**config.mk**
```make
export PLATFORM = sky130hd
export DESIGN_NAME = sd_autotest
export DESIGN_NICKNAME = d
export VERILOG_FILES = /design/src/verilog/at_pkg.sv /design/src/verilog/at_counters.sv /design/src/verilog/at_fsm.sv /design/src/verilog/at_record_buf.sv /design/src/verilog/at_result_check.sv /design/src/verilog/sd_autotest.sv
export VERILOG_INCLUDE_DIRS = /design/src /design/src/verilog
export SDC_FILE = /design/constraint.sdc
export NUM_CORES = 1
export LEC_CHECK = 0
export ABC_CLOCK_PERIOD_IN_PS = 3100
export BUFFER_PORTS_ARGS = -buffer_cell sky130_fd_sc_hd__buf_2
export CAP_MARGIN = 25
export CELL_PAD_IN_SITES_DETAIL_PLACEMENT = 2
export CELL_PAD_IN_SITES_GLOBAL_PLACEMENT = 2
export CORE_MARGIN = 3
export CORE_UTILIZATION = 36
export DETAILED_ROUTE_END_ITERATION = 7
export PLACE_DENSITY = 0.89
export SYNTH_ARGS = -nofsm -noshare
export SYNTH_HDL_FRONTEND = slang
export SYNTH_SLANG_ARGS = --single-unit
```
**constraint.sdc**
```tcl
create_clock -name clk -period 3.1 [get_ports clk]
set_input_delay 0.155 -clock clk [delete_from_list [all_inputs] [get_ports clk]]
set_output_delay 0.155 -clock clk [all_outputs]
set_load 0.1 [all_outputs]
```
**src/verilog/at_settings.svh**
```systemverilog
`ifndef AT_SETTINGS_SVH
`define AT_SETTINGS_SVH

// uut operand and result widths
`define AT_IN1_W 32
`define AT_IN2_W 32
`define AT_OUT_W 32

// sd block geometry
`define AT_BLOCK_BYTES 512

// first word of every valid test record
`define AT_SIGNATURE 32'hAABBCCDD

// block address of the first test record
`define AT_FIRST_BLOCK 32'h0010_0000

// uut run limit in clock cycles
`define AT_TIMEOUT_CYCLES 200

`endif

```
**src/verilog/at_pkg.sv**
```systemverilog
`include "at_settings.svh"

package at_pkg;

  typedef enum logic [3:0] {
    IDLE,
    SD_RESET,
    SD_RESET_WAIT,
    RD_BLOCK,
    RD_BYTE,
    RD_WAIT,
    CHECK_SIG,
    START,
    RUN,
    CAPTURE,
    COMPARE,
    WR_BLOCK,
    WR_BYTE,
    WR_WAIT,
    NEXT_BLOCK
  } at_state_e;

  // byte position inside a block, reaches AT_BLOCK_BYTES
  typedef logic [9:0] at_byte_cnt_t;

  typedef struct packed {
    logic        rst;
    logic        r_block;
    logic        r_byte;
    logic        w_block;
    logic        w_byte;
    logic [31:0] block_addr;
    logic [7:0]  data_in;
  } sd_req_t;

  typedef struct packed {
    logic       busy;
    logic [7:0] data_out;
  } sd_rsp_t;

  typedef struct packed {
    logic                 rst;
    logic [`AT_IN1_W-1:0] in1;
    logic [`AT_IN2_W-1:0] in2;
  } uut_req_t;

  typedef struct packed {
    logic                 done;
    logic                 err;
    logic [`AT_OUT_W-1:0] result;
  } uut_rsp_t;

  // signature sits in bytes 3..0, so byte 0 is its low byte
  typedef struct packed {
    logic [`AT_OUT_W-1:0] expected;
    logic [`AT_IN2_W-1:0] in2;
    logic [`AT_IN1_W-1:0] in1;
    logic [31:0]          signature;
  } at_fields_t;

  typedef union packed {
    logic [15:0][7:0] bytes;
    at_fields_t       fields;
  } at_record_u;

endpackage

```
**src/verilog/at_counters.sv**
```systemverilog
`timescale 1ns/1ps
`include "at_settings.svh"

module at_counters (
  input  logic                 clk,
  input  logic                 rst,
  input  logic                 byte_clr_i,
  input  logic                 byte_inc_i,
  input  logic                 blk_clr_i,
  input  logic                 blk_inc_i,
  input  logic                 tmr_clr_i,
  input  logic                 tmr_run_i,
  output at_pkg::at_byte_cnt_t byte_pos_o,
  output logic [31:0]          block_addr_o,
  output logic [31:0]          exec_cycles_o,
  output logic                 timeout_o
);

  // byte position within the current block transfer
  always_ff @(posedge clk) begin
    if (rst || byte_clr_i) begin
      byte_pos_o <= '0;
    end else if (byte_inc_i) begin
      byte_pos_o <= byte_pos_o + 1'b1;
    end
  end

  // clear loads the first record block
  always_ff @(posedge clk) begin
    if (rst) begin
      block_addr_o <= `AT_FIRST_BLOCK;
    end else if (blk_clr_i) begin
      block_addr_o <= `AT_FIRST_BLOCK;
    end else if (blk_inc_i) begin
      block_addr_o <= block_addr_o + 32'd1;
    end
  end

  // uut run length, held after the run for write-back
  always_ff @(posedge clk) begin
    if (rst || tmr_clr_i) begin
      exec_cycles_o <= '0;
    end else if (tmr_run_i) begin
      exec_cycles_o <= exec_cycles_o + 32'd1;
    end
  end

  assign timeout_o = (exec_cycles_o > 32'(`AT_TIMEOUT_CYCLES));

endmodule

```
**src/verilog/at_fsm.sv**
```systemverilog
`timescale 1ns/1ps
`include "at_settings.svh"

module at_fsm (
  input  logic                 clk,
  input  logic                 rst,
  input  logic                 start_i,
  input  logic                 sd_busy_i,
  input  logic                 uut_done_i,
  input  logic                 uut_err_i,
  input  at_pkg::at_byte_cnt_t byte_pos_i,
  input  logic                 timeout_i,
  input  logic                 sig_ok_i,
  output logic                 sd_rst_o,
  output logic                 r_block_o,
  output logic                 r_byte_o,
  output logic                 w_block_o,
  output logic                 w_byte_o,
  output logic                 uut_rst_o,
  output logic                 running_o,
  output logic                 byte_clr_o,
  output logic                 byte_inc_o,
  output logic                 blk_clr_o,
  output logic                 blk_inc_o,
  output logic                 tmr_clr_o,
  output logic                 tmr_run_o,
  output logic                 load_en_o,
  output logic                 capture_o,
  output logic                 compare_en_o,
  output logic                 clear_rec_o
);

  import at_pkg::*;

  localparam at_byte_cnt_t block_end = at_byte_cnt_t'(`AT_BLOCK_BYTES);

  at_state_e state_q;
  at_state_e state_d;
  // busy seen high since entering the current state
  logic      acc_q;

  always_ff @(posedge clk) begin
    if (rst) begin
      state_q <= IDLE;
    end else begin
      state_q <= state_d;
    end
  end

  always_ff @(posedge clk) begin
    if (rst || state_q != state_d) begin
      acc_q <= 1'b0;
    end else if (sd_busy_i) begin
      acc_q <= 1'b1;
    end
  end

  always_comb begin
    state_d      = state_q;
    sd_rst_o     = 1'b0;
    r_block_o    = 1'b0;
    r_byte_o     = 1'b0;
    w_block_o    = 1'b0;
    w_byte_o     = 1'b0;
    uut_rst_o    = 1'b1;
    byte_clr_o   = 1'b0;
    byte_inc_o   = 1'b0;
    blk_clr_o    = 1'b0;
    blk_inc_o    = 1'b0;
    tmr_clr_o    = 1'b0;
    tmr_run_o    = 1'b0;
    load_en_o    = 1'b0;
    capture_o    = 1'b0;
    compare_en_o = 1'b0;
    clear_rec_o  = 1'b0;

    case (state_q)
      IDLE: begin
        if (start_i) begin
          blk_clr_o = 1'b1;
          state_d   = SD_RESET;
        end
      end
      SD_RESET: begin
        sd_rst_o = 1'b1;
        if (sd_busy_i) begin
          state_d = SD_RESET_WAIT;
        end
      end
      SD_RESET_WAIT: begin
        if (!sd_busy_i) begin
          state_d = RD_BLOCK;
        end
      end
      RD_BLOCK: begin
        r_block_o   = 1'b1;
        byte_clr_o  = 1'b1;
        clear_rec_o = 1'b1;
        if (acc_q && !sd_busy_i) begin
          state_d = RD_BYTE;
        end
      end
      RD_BYTE: begin
        if (byte_pos_i == block_end) begin
          state_d = CHECK_SIG;
        end else begin
          r_block_o = 1'b1;
          r_byte_o  = 1'b1;
          if (sd_busy_i) begin
            state_d = RD_WAIT;
          end
        end
      end
      RD_WAIT: begin
        r_block_o = 1'b1;
        if (!sd_busy_i) begin
          load_en_o  = 1'b1;
          byte_inc_o = 1'b1;
          state_d    = RD_BYTE;
        end
      end
      CHECK_SIG: begin
        // a record without signature ends the run
        state_d = sig_ok_i ? START : IDLE;
      end
      START: begin
        uut_rst_o = 1'b0;
        tmr_clr_o = 1'b1;
        state_d   = RUN;
      end
      RUN: begin
        uut_rst_o = 1'b0;
        tmr_run_o = 1'b1;
        // sample while the uut is still out of reset
        if (uut_done_i || uut_err_i || timeout_i) begin
          capture_o = 1'b1;
          state_d   = CAPTURE;
        end
      end
      CAPTURE: begin
        byte_clr_o = 1'b1;
        state_d    = COMPARE;
      end
      COMPARE: begin
        compare_en_o = 1'b1;
        state_d      = WR_BLOCK;
      end
      WR_BLOCK: begin
        w_block_o = 1'b1;
        if (acc_q && !sd_busy_i) begin
          state_d = WR_BYTE;
        end
      end
      WR_BYTE: begin
        if (byte_pos_i == block_end) begin
          state_d = NEXT_BLOCK;
        end else begin
          w_block_o = 1'b1;
          w_byte_o  = 1'b1;
          if (sd_busy_i) begin
            state_d = WR_WAIT;
          end
        end
      end
      WR_WAIT: begin
        w_block_o = 1'b1;
        if (!sd_busy_i) begin
          byte_inc_o = 1'b1;
          state_d    = WR_BYTE;
        end
      end
      NEXT_BLOCK: begin
        blk_inc_o = 1'b1;
        state_d   = RD_BLOCK;
      end
      default: begin
        state_d = IDLE;
      end
    endcase
  end

  assign running_o = (state_q != IDLE);

endmodule

```
**src/verilog/at_record_buf.sv**
```systemverilog
`timescale 1ns/1ps
`include "at_settings.svh"

module at_record_buf (
  input  logic                 clk,
  input  logic                 rst,
  input  logic                 clear_i,
  input  logic                 load_en_i,
  input  at_pkg::at_byte_cnt_t byte_pos_i,
  input  logic [7:0]           data_i,
  output at_pkg::at_record_u   record_o,
  output logic                 sig_ok_o
);

  logic [3:0] slot;

  // signature arrives msb first, the other fields lsb first
  always_comb begin
    if (byte_pos_i < 10'd4) begin
      slot = 4'd3 - byte_pos_i[3:0];
    end else begin
      slot = byte_pos_i[3:0];
    end
  end

  always_ff @(posedge clk) begin
    if (rst || clear_i) begin
      record_o <= '0;
    end else if (load_en_i && byte_pos_i < 10'd16) begin
      record_o.bytes[slot] <= data_i;
    end
  end

  assign sig_ok_o = (record_o.fields.signature == `AT_SIGNATURE);

endmodule

```
**src/verilog/at_result_check.sv**
```systemverilog
`timescale 1ns/1ps
`include "at_settings.svh"

module at_result_check (
  input  logic                 clk,
  input  logic                 rst,
  input  logic                 clear_i,
  input  logic                 capture_i,
  input  logic                 compare_en_i,
  input  at_pkg::at_record_u   record_i,
  input  logic [`AT_OUT_W-1:0] uut_result_i,
  input  logic                 uut_err_i,
  input  logic [31:0]          exec_cycles_i,
  input  at_pkg::at_byte_cnt_t byte_pos_i,
  output logic [31:0]          err_count_o,
  output logic [7:0]           wr_byte_o
);

  logic [`AT_OUT_W-1:0] result_q;
  logic                 err_q;
  logic [4:0]           bit_sel;

  always_ff @(posedge clk) begin
    if (rst || clear_i) begin
      result_q <= '0;
      err_q    <= 1'b0;
    end else if (capture_i) begin
      result_q <= uut_result_i;
      err_q    <= uut_err_i;
    end
  end

  // an error flag counts even with a matching result
  always_ff @(posedge clk) begin
    if (rst) begin
      err_count_o <= '0;
    end else if (compare_en_i && (err_q || result_q != record_i.fields.expected)) begin
      err_count_o <= err_count_o + 32'd1;
    end
  end

  assign bit_sel = {byte_pos_i[1:0], 3'b000};

  always_comb begin
    if (byte_pos_i < 10'd4) begin
      wr_byte_o = record_i.bytes[4'd3 - byte_pos_i[3:0]];
    end else if (byte_pos_i < 10'd16) begin
      wr_byte_o = record_i.bytes[byte_pos_i[3:0]];
    end else if (byte_pos_i < 10'd20) begin
      wr_byte_o = result_q[bit_sel +: 8];
    end else if (byte_pos_i < 10'd24) begin
      wr_byte_o = exec_cycles_i[bit_sel +: 8];
    end else begin
      wr_byte_o = 8'hFF;
    end
  end

endmodule

```
**src/verilog/sd_autotest.sv**
```systemverilog
`timescale 1ns/1ps

module sd_autotest (
  input  logic             clk,
  input  logic             rst,
  input  logic             start_i,
  input  at_pkg::sd_rsp_t  sd_rsp_i,
  output at_pkg::sd_req_t  sd_req_o,
  input  at_pkg::uut_rsp_t uut_rsp_i,
  output at_pkg::uut_req_t uut_req_o,
  output logic [31:0]      err_count_o,
  output logic             running_o
);

  import at_pkg::*;

  logic         sd_rst;
  logic         r_block;
  logic         r_byte;
  logic         w_block;
  logic         w_byte;
  logic         uut_rst;
  logic         byte_clr;
  logic         byte_inc;
  logic         blk_clr;
  logic         blk_inc;
  logic         tmr_clr;
  logic         tmr_run;
  logic         load_en;
  logic         capture;
  logic         compare_en;
  logic         clear_rec;
  logic         timeout;
  logic         sig_ok;
  at_byte_cnt_t byte_pos;
  logic [31:0]  block_addr;
  logic [31:0]  exec_cycles;
  at_record_u   record;
  logic [7:0]   wr_byte;

  at_fsm u_fsm (
    .clk          (clk),
    .rst          (rst),
    .start_i      (start_i),
    .sd_busy_i    (sd_rsp_i.busy),
    .uut_done_i   (uut_rsp_i.done),
    .uut_err_i    (uut_rsp_i.err),
    .byte_pos_i   (byte_pos),
    .timeout_i    (timeout),
    .sig_ok_i     (sig_ok),
    .sd_rst_o     (sd_rst),
    .r_block_o    (r_block),
    .r_byte_o     (r_byte),
    .w_block_o    (w_block),
    .w_byte_o     (w_byte),
    .uut_rst_o    (uut_rst),
    .running_o    (running_o),
    .byte_clr_o   (byte_clr),
    .byte_inc_o   (byte_inc),
    .blk_clr_o    (blk_clr),
    .blk_inc_o    (blk_inc),
    .tmr_clr_o    (tmr_clr),
    .tmr_run_o    (tmr_run),
    .load_en_o    (load_en),
    .capture_o    (capture),
    .compare_en_o (compare_en),
    .clear_rec_o  (clear_rec)
  );

  at_counters u_counters (
    .clk           (clk),
    .rst           (rst),
    .byte_clr_i    (byte_clr),
    .byte_inc_i    (byte_inc),
    .blk_clr_i     (blk_clr),
    .blk_inc_i     (blk_inc),
    .tmr_clr_i     (tmr_clr),
    .tmr_run_i     (tmr_run),
    .byte_pos_o    (byte_pos),
    .block_addr_o  (block_addr),
    .exec_cycles_o (exec_cycles),
    .timeout_o     (timeout)
  );

  at_record_buf u_record (
    .clk        (clk),
    .rst        (rst),
    .clear_i    (clear_rec),
    .load_en_i  (load_en),
    .byte_pos_i (byte_pos),
    .data_i     (sd_rsp_i.data_out),
    .record_o   (record),
    .sig_ok_o   (sig_ok)
  );

  at_result_check u_check (
    .clk           (clk),
    .rst           (rst),
    .clear_i       (clear_rec),
    .capture_i     (capture),
    .compare_en_i  (compare_en),
    .record_i      (record),
    .uut_result_i  (uut_rsp_i.result),
    .uut_err_i     (uut_rsp_i.err),
    .exec_cycles_i (exec_cycles),
    .byte_pos_i    (byte_pos),
    .err_count_o   (err_count_o),
    .wr_byte_o     (wr_byte)
  );

  assign sd_req_o = '{
    rst:        sd_rst,
    r_block:    r_block,
    r_byte:     r_byte,
    w_block:    w_block,
    w_byte:     w_byte,
    block_addr: block_addr,
    data_in:    wr_byte
  };

  assign uut_req_o = '{
    rst: uut_rst,
    in1: record.fields.in1,
    in2: record.fields.in2
  };

endmodule
```
### Word-level counts from Yosys, hierarchy flattened

Index checks and enable logic that the tools add are counted.

| cells by class | value |
|---|---|
| add/sub/neg operators | 5 |
| $lt $le $gt $ge | 9 |
| eq/ne operators | 18 |
| shifts and indexed selects | 2 |
| muxes and demuxes | 46 |
| reduce and logical (&&, ||, !) cells | 20 |

Operators with widths:

| kind | number |
|---|---|
| bitwise mux 128 bit | 1 |
| adder 32 x 1 -> 32 bit (second input constant) | 3 |
| binary-select mux 8 bit (select 4 bit) | 2 |
| indexed part select 32 x 6 -> 8 bit | 2 |
| one-hot mux 4 bit (15 select lines) | 1 |
| 2-to-1 mux 8 bit | 7 |
| 2-to-1 mux 4 bit | 13 |
| demux 8 bit (select 4 bit) | 1 |
| == test 32 bit (second input constant) | 1 |
| > comparator 32 x 8 -> 1 bit (second input constant) | 1 |
| inequality test 32 bit | 1 |
| < comparator 10 x 5 -> 1 bit (second input constant) | 3 |
| == test 4 bit (second input constant) | 7 |
| 2-to-1 mux 1 bit | 18 |
| == test 4 x 3 -> 1 bit (second input constant) | 4 |
| < comparator 4 x 5 -> 1 bit (second input constant) | 3 |
| OR reduction 2 bit | 6 |
| adder 10 x 1 -> 10 bit (second input constant) | 1 |
| == test 10 bit (second input constant) | 1 |
| < comparator 10 x 3 -> 1 bit (second input constant) | 1 |
| == test 4 x 2 -> 1 bit (second input constant) | 2 |
| logical OR 1 bit | 7 |
| == test 4 x 1 -> 1 bit (second input constant) | 1 |
| greater-or-equal comparator 4 x 1 -> 1 bit (second input constant) | 1 |
| other kinds (8) | 12 |

| word-level totals | value |
|---|---|
| flip-flop bits (word level) | 272 |
| output and inout bits | 143 |

### Longest topological paths before layout

Gate-level depths: netlist of run 1.

| depth | value |
|---|---|
| word-level depth | 7 |
| gate-level depth with buffers | 12 |
| mapped depth without buffers | 8 |

### By module

Synthesis of run 1 repeated with hierarchy kept, for this count alone.

| second synthesis, totals | value |
|---|---|
| cell total of the unflattened synthesis | 1556 |
| area, all modules | 15443.6 sq um |

By module, submodules not included:

| module | times used | cells an instance | area an instance (sq um) | sequential area each (sq um) |
|---|---|---|---|---|
| at_result_check | 1 | 553 | 5878.1 | 1301.2 |
| at_record_buf | 1 | 484 | 5231.3 | 2562.5 |
| at_counters | 1 | 431 | 3698.5 | 1481.4 |
| at_fsm | 1 | 82 | 590.6 | 100.1 |
| sd_autotest | 1 | 6 | 45.0 | 0.0 |

### Worst setup path before layout of run 1

OpenSTA, ideal clock, no wires.

| timing path | value |
|---|---|
| path type | flip-flop to output port |
| start | register u_counters.byte_pos_o[2] |
| end | output port sd_req_o[0] (netlist name) |
| data arrival time | 3.959 ns |
| slack | -1.014 ns |
| stages on the path, launching flop included | 10 |
| path buffers | 2 |
| cells stage by stage | dfxtp_1 > buf_1 > inv_1 > ha_1 > buf_1 > nor2_1 > a22oi_1 > o221ai_1 > a21oi_1 > o21ai_0 |

RTL lines:

| item | line | text |
|---|---|---|
| start, declared | at_counters.sv:13 | `output at_pkg::at_byte_cnt_t byte_pos_o,` |
| start signal, assigned | at_counters.sv:24 | `byte_pos_o <= byte_pos_o + 1'b1;` |
| end, declared | sd_autotest.sv:8 | `output at_pkg::sd_req_t sd_req_o,` |

==> flow_summary_export.csv, run 1 <==
group,metric,value,unit
floorplan,io_pins,189,
hold_path,whs_path_depth,3,
cells_and_area,fillers,4311,
global_routing,gr-usage-all-layers,27.04,%
power,power_frac_seq,42.8,%
power,p_leak,6.959,nW
clock_network,worstSkewPairLatency,0.55,ns
floorplan,rows,73,
synthesis,ys_seq_area_share,36.77,%
global_routing,grt_max_degree,59,
synthesis,synth_ff_type,"dfxtp_1",
global_routing,grt_overflow,0,
sta,slew_headroom,49.58,%
synthesis,synthCells,1690,
route,wl_per_cell,26.15,um
sta,setup_viol,0,
sta,max_clock_freq,0.3279,GHz
power,p_sw_share,22.89,%
flow_run,drv_cap,0,
placement,hpwl,41810,um
worst_setup_path,crit_path_start_kind,"flop",
route,drt_wl_total,61150,um
power,p_clk_share,53.2,%
power,netSwitchingPower,0.001881,W
synthesis,yosysWarnings,0,
synthesis,syn_area_per_cell,8.764,um2
global_routing,grt_pass1_wl,93030,um
power,p_comb_share,4.0,%
worst_setup_path,cp.required,2.94,ns
worst_setup_path,crit_fanout,29,
route,via_per_inst,5.942,
cells_and_area,syn2layout_area_growth,18.70,%
floorplan,dieArea,0.04361,mm2
sta,finalHoldViolCount,0,
floorplan,die_y,208.8,um
sta,tightest_slew,0.7494,ns
power,intPower,0.006337,W
route,ant_nets,0,
floorplan,start_util,36.85,%
clock_network,cts_sinks,272,
clock_network,clk_pin_slew,0.06,ns
cells_and_area,num_antenna_cells,0,
synthesis,synthesis.nets,1746,
placement,dpl_worst_slack,0.3672,ns
clock_network,cts_inserted_buffers,35,
synthesis,synth_edf_count,0,
placement,gp_congestion,0.9002,
clock_network,cts_root_buf,"clkbuf_16",
synthesis,ys_types,57,
hold_path,hp-class,"in -> reg",
synthesis,synth_area,0.01481,mm2
route,dr.pass1.iters,5,
sta,finalMaxSlewViolations,0,
clock_network,htreeDepth,2,
sta,whs,0.09531,ns
synthesis,async_reset_ff_share,0,%
synthesis,ys_seq_elements,272,
route,vias,13900,
cells_and_area,layout_common_cells,"269 x dfxtp_1, 217 x nand2_1, 199 x nor2_1, 176 x buf_2, 128 x a21oi_1",
cells_and_area,drive_gt1_share,21.11,%
worst_setup_path,cp-end-kind,"primary output",
worst_setup_path,critical_path_class,"reg -> out",
sta,setup_ws,0.05015,ns
worst_setup_path,rr_worst_depth,9,
power,powerDensity,467.5,mW/mm2
cells_and_area,final_common_cell,"dfxtp_1",
power,ir_drop,0.0003439,V
global_routing,antenna_found_initial,1,
cells_and_area,fin_nets,1847,
sta,skew,0.02092,ns
worst_setup_path,critical_path_arrival,2.89,ns
sta,fin_crit,3.050,ns
route,drt_iter0_markers,1045,
clock_network,cts_max_path_buffers,3,
outcome,status,"finished, final reports clean",
clock_network,tritoncts,"built",
placement,port_buffers,188,
global_routing,grt_pass1_vias,15330,
route,route.detailed.drc,0,
floorplan,fp.dieW,208.8,um
sta,fin_crit_sh,98.38,%
floorplan,core_area,0.04019,mm2
critical path: stages (launching register included):
cell and delay, ns:
dfxtp_2 0.45, buf_16 0.25, mux2_2 0.41, o21ai_0 0.43
o221ai_1 0.22, a21oi_2 0.24, o21ai_2 0.12, buf_12 0.19
sequential cells by signal (all words and copies together), names as in the netlist:
register,cells
u_fsm.state_q,4
u_check.result_q,32
u_record.record_o,128
u_fsm.acc_q,1
u_check.err_q,1
u_check.err_count_o,32
u_counters.block_addr_o,32
u_counters.byte_pos_o,10
u_counters.exec_cycles_o,32
power by group through the flow:
| stage | clock, W | combinational (W) | sequential, W |
|---|---|---|---|
| 2_1_floorplan | 0 | 0.000196 | 0.00358 |
| 3_3_place_gp | 0 | 0.000280 | 0.00359 |
| 3_5_place_dp | 0 | 0.000290 | 0.00359 |
| 4_1_cts | 0.00447 | 0.000326 | 0.00351 |
| 5_1_grt | 0.00462 | 0.000349 | 0.00351 |
| 6_report | 0.00437 | 0.000330 | 0.00351 |
routing by layer:
metal | share of wire [%] | global-route usage, % | vias to the layer above | wire (um)
met5 | 0.043 | 0 | - | 26
met1 | 39 | 31.98 | 7048 | 24030
met2 | 50 | 47.48 | 547 | 30430
met3 | 5.7 | 4.624 | 221 | 3484
li1 | - | - | 6080 | -
met4 | 5.2 | 13.09 | 2 | 3183
logic make-up after synthesis:
group,count (synthesis),synth area share (%)
adder cells (fa/ha/maj),10,0.8448
multiplexers,194,18.32
buffers and inverters,206,7.240
XOR/XNOR,95,5.618
flip-flops,272,36.77
AO/OA/AOI/OAI,245,9.555
AND/OR/NAND/NOR,668,21.66
stage by stage:
step                total power [W]  setup TNS [ns]  cells  utilization, %  cell area [um2]
floorplan                  0.003775               0   1690               -            14840
global placement           0.003870               0   2242           39.54            15890
detailed placement         0.003882               0   2242           39.54            15890
CTS                        0.008311               0   2338           43.60            17520
global route               0.008487        -0.02156   2339           43.74            17580
finish                     0.008218               0   2339           43.74            17580
synth_stat cells, types with 10 or more instances:
cell type	count	share of area (%)
dfxtp_1	272	37
nand2_1	217	5.5
nor2_1	201	5.1
a21oi_1	131	4.4
mux2i_1	118	8.0
clkbuf_1	81	2.1
buf_4	70	3.5
xor2_1	67	4.0
mux4_2	60	9.1
nand3_1	48	1.6
o21ai_0	44	1.5
buf_2	29	0.98
xnor2_1	28	1.7
and3_1	25	1.1
or4_1	25	1.3
nand4_1	24	1.0
o31ai_1	24	1.2
a22oi_1	21	1.1
and2_1	19	0.80
nor4_1	19	0.80
nor3_1	17	0.57
inv_1	16	0.41
mux2_2	16	1.2
nor2b_1	16	0.68
or3_1	13	0.55
buf_1	10	0.25
ha_1	10	0.84
final cells by class:
type,count,area [um2],area share (%)
repair buffers,254,1817,10.33
clock inverters,9,177.7,1.011
multi-input cells,1212,8376,47.64
clock buffers,51,1039,5.907
inverters,16,60.06,0.3416
flip-flops and latches,272,5454,31.02
well taps,525,656.9,3.737
worst paths after layout:
kind	start	to	slack [ns]
setup / recovery	u_counters.byte_pos_o[2]	sd_req_o[2]	0.05
hold / removal	sd_rsp_i[5]	u_record.record_o[69]	0.1
setup reg to reg	u_counters.byte_pos_o[2]	u_record.record_o[127]	0.15
hold reg to reg	u_record.record_o[89]	u_record.record_o[89]	0.48
repair_timing:
action	4_1_cts	5_1_grt
setup buffers	1	1
hold buffers	34	0
resized for setup	6	9
gates cloned	1	0
endpoints found under the hold margin	37	0
setup endpoints to repair	12	12
(Power assumes the default switching activity.)
==> inputs of run 2 (changes only) <==
- REMOVE_ABC_BUFFERS: unset -> 1
==> run 2 against run 1 <==
Against the previous run: combinational power is 1% higher; sequential cell count stayed put; sequential power hardly changed; die area stayed put; first-iteration DRC count is 14% higher; critical endpoint unchanged; non-clock buffer count is 10 higher; sequential share of layout area is 0.13 points higher; via count is 1.3% higher; critical path type unchanged.
==> flow_summary_export.csv, run 2 (synthesis results as in run 1) <==
group,metric,value,unit
global_routing,grt_pass1_vias,15280,
floorplan,fp.dieW,208.8,um
cells_and_area,fin_nets,1857,
sta,slew_headroom,46.33,%
sta,max_clock_freq,0.3281,GHz
global_routing,antenna_found_initial,1,
worst_setup_path,crit_path_start_kind,"flop",
power,finalPower,0.007912,W
cells_and_area,largest_reg_flops,128,
sta,finalHoldViolCount,0,
global_routing,grt_pass1_wl,93250,um
global_routing,grt_overflow,0,
clock_network,cts_sinks,272,
route,drt_wl_total,62530,um
worst_setup_path,cp.required,2.94,ns
cells_and_area,finalNonFillerCells,2350,
floorplan,rows,73,
cells_and_area,fin_util,43.56,%
cells_and_area,final-seq-area,0.005454,mm2
floorplan,dieArea,0.04361,mm2
cells_and_area,final_common_cell,"dfxtp_1",
route,drt_iter0_markers,1196,
floorplan,die_y,208.8,um
sta,tightest_slew,0.7984,ns
sta,fin_crit,3.048,ns
worst_setup_path,critical_path_class,"reg -> out",
hold_path,hp-class,"in -> reg",
placement,dp_cells,2242,
clock_network,htreeDepth,2,
clock_network,cts_inserted_buffers,35,
route,wl_per_cell,26.61,um
sta,skew,0.04268,ns
clock_network,cts_root_buf,"clkbuf_16",
floorplan,start_util,36.85,%
outcome,status,"finished, final reports clean",
worst_setup_path,cp-end-kind,"primary output",
cells_and_area,regMostFlops,"u_record.record_o",
sta,setup_viol,0,
route,via_per_inst,5.990,
cells_and_area,layout_common_cells,"269 x dfxtp_1, 217 x nand2_1, 198 x nor2_1, 176 x buf_2, 131 x a21oi_1",
cells_and_area,stdcell_area,0.01751,mm2
floorplan,core_area,0.04019,mm2
clock_network,tritoncts,"built",
route,vias,14080,
cells_and_area,syn2layout_area_growth,18.20,%
power,p_leak,6.943,nW
sta,fin_crit_sh,98.31,%
placement,dpl_cell_area,0.01588,mm2
global_routing,grt_max_degree,60,
flow_run,drv_cap,0,
worst_setup_path,r2r_slack,0.25,ns
power,powerDensity,452.0,mW/mm2
placement,port_buffers,188,
power,ir_drop,0.0003999,V
global_routing,gr-usage-all-layers,27.12,%
worst_setup_path,critical_path_arrival,2.89,ns
clock_network,clk_pin_slew,0.06,ns
cells_and_area,drive_gt1_share,21.10,%
clock_network,cts_max_path_buffers,3,
worst_setup_path,crit_fanout,9,
route,dr.pass1.iters,6,
cells_and_area,num_antenna_cells,0,
cells_and_area,multi_input_area,0.008339,mm2
placement,gp_congestion,0.9198,
route,route.detailed.drc,0,
sta,finalMaxSlewViolations,0,
floorplan,io_pins,189,
clock_network,worstSkewPairLatency,0.56,ns
route,ant_nets,0,
cells_and_area,fillers,4408,
placement,hpwl,41620,um
-- run 2: what timing repair did --
item	4_1_cts	5_1_grt
hold endpoints to repair	33	0
pin swaps	0	0
setup buffers	2	12
endpoints found under the setup margin	9	9
resized for setup	7	11
hold buffers	33	0
-- run 2: through the flow --
stage,hold slack (ns),setup TNS (ns),setup slack (ns)
after detailed placement,0.4049,0,0.3928
after global routing,0.07666,-0.07164,-0.02639
after global placement,0.3937,0,0.5053
final,0.07421,0,0.05233
after floorplan,0.2241,-237.83,-2.547
after CTS,0.02103,-0.02295,-0.02295
-- run 2: critical path, cell delays in order, from the launching register on --
cell and delay [ns]:
dfxtp_2 0.34, inv_1 0.22, ha_2 0.43, nor2_2 0.34
a22oi_1 0.18, o221ai_1 0.10, a21oi_1 0.10, o21ai_1 0.40
buf_12 0.24
-- run 2: cell type report --
class	count	area share, %
multi-input combinational	1212	47.64
sequential	272	31.16
timing repair buffer	264	10.76
clock buffer	50	5.618
tap	525	3.752
clock inverter	11	0.7290
inverter	16	0.3431
-- run 2: path summary, 6_finish.rpt --
kind	cells past startpoint	from	to
max	8	u_counters.byte_pos_o[2]	sd_req_o[2]
max reg2reg	6	u_counters.byte_pos_o[5]	u_record.record_o[127]
min reg2reg	2	u_fsm.state_q[0]	u_fsm.acc_q
min	3	sd_rsp_i[5]	u_record.record_o[85]
-- run 2: report_power, final --
part           internal [W]  switching, W  leakage [nW]
Clock               0.00239       0.00169         0.546
Combinational      0.000103      0.000231          4.21
Sequential          0.00350    0.00000867          2.19
Total               0.00599       0.00193          6.94
-- run 2: per-layer routing --
layer | up-vias | GRT usage [%] | wire [um]
li1 | 6110 | - | -
met3 | 220 | 4.699 | 4196
met5 | - | 0 | 11
met1 | 7061 | 31.90 | 23880
met2 | 684 | 47.36 | 31330
met4 | 2 | 14.04 | 3120
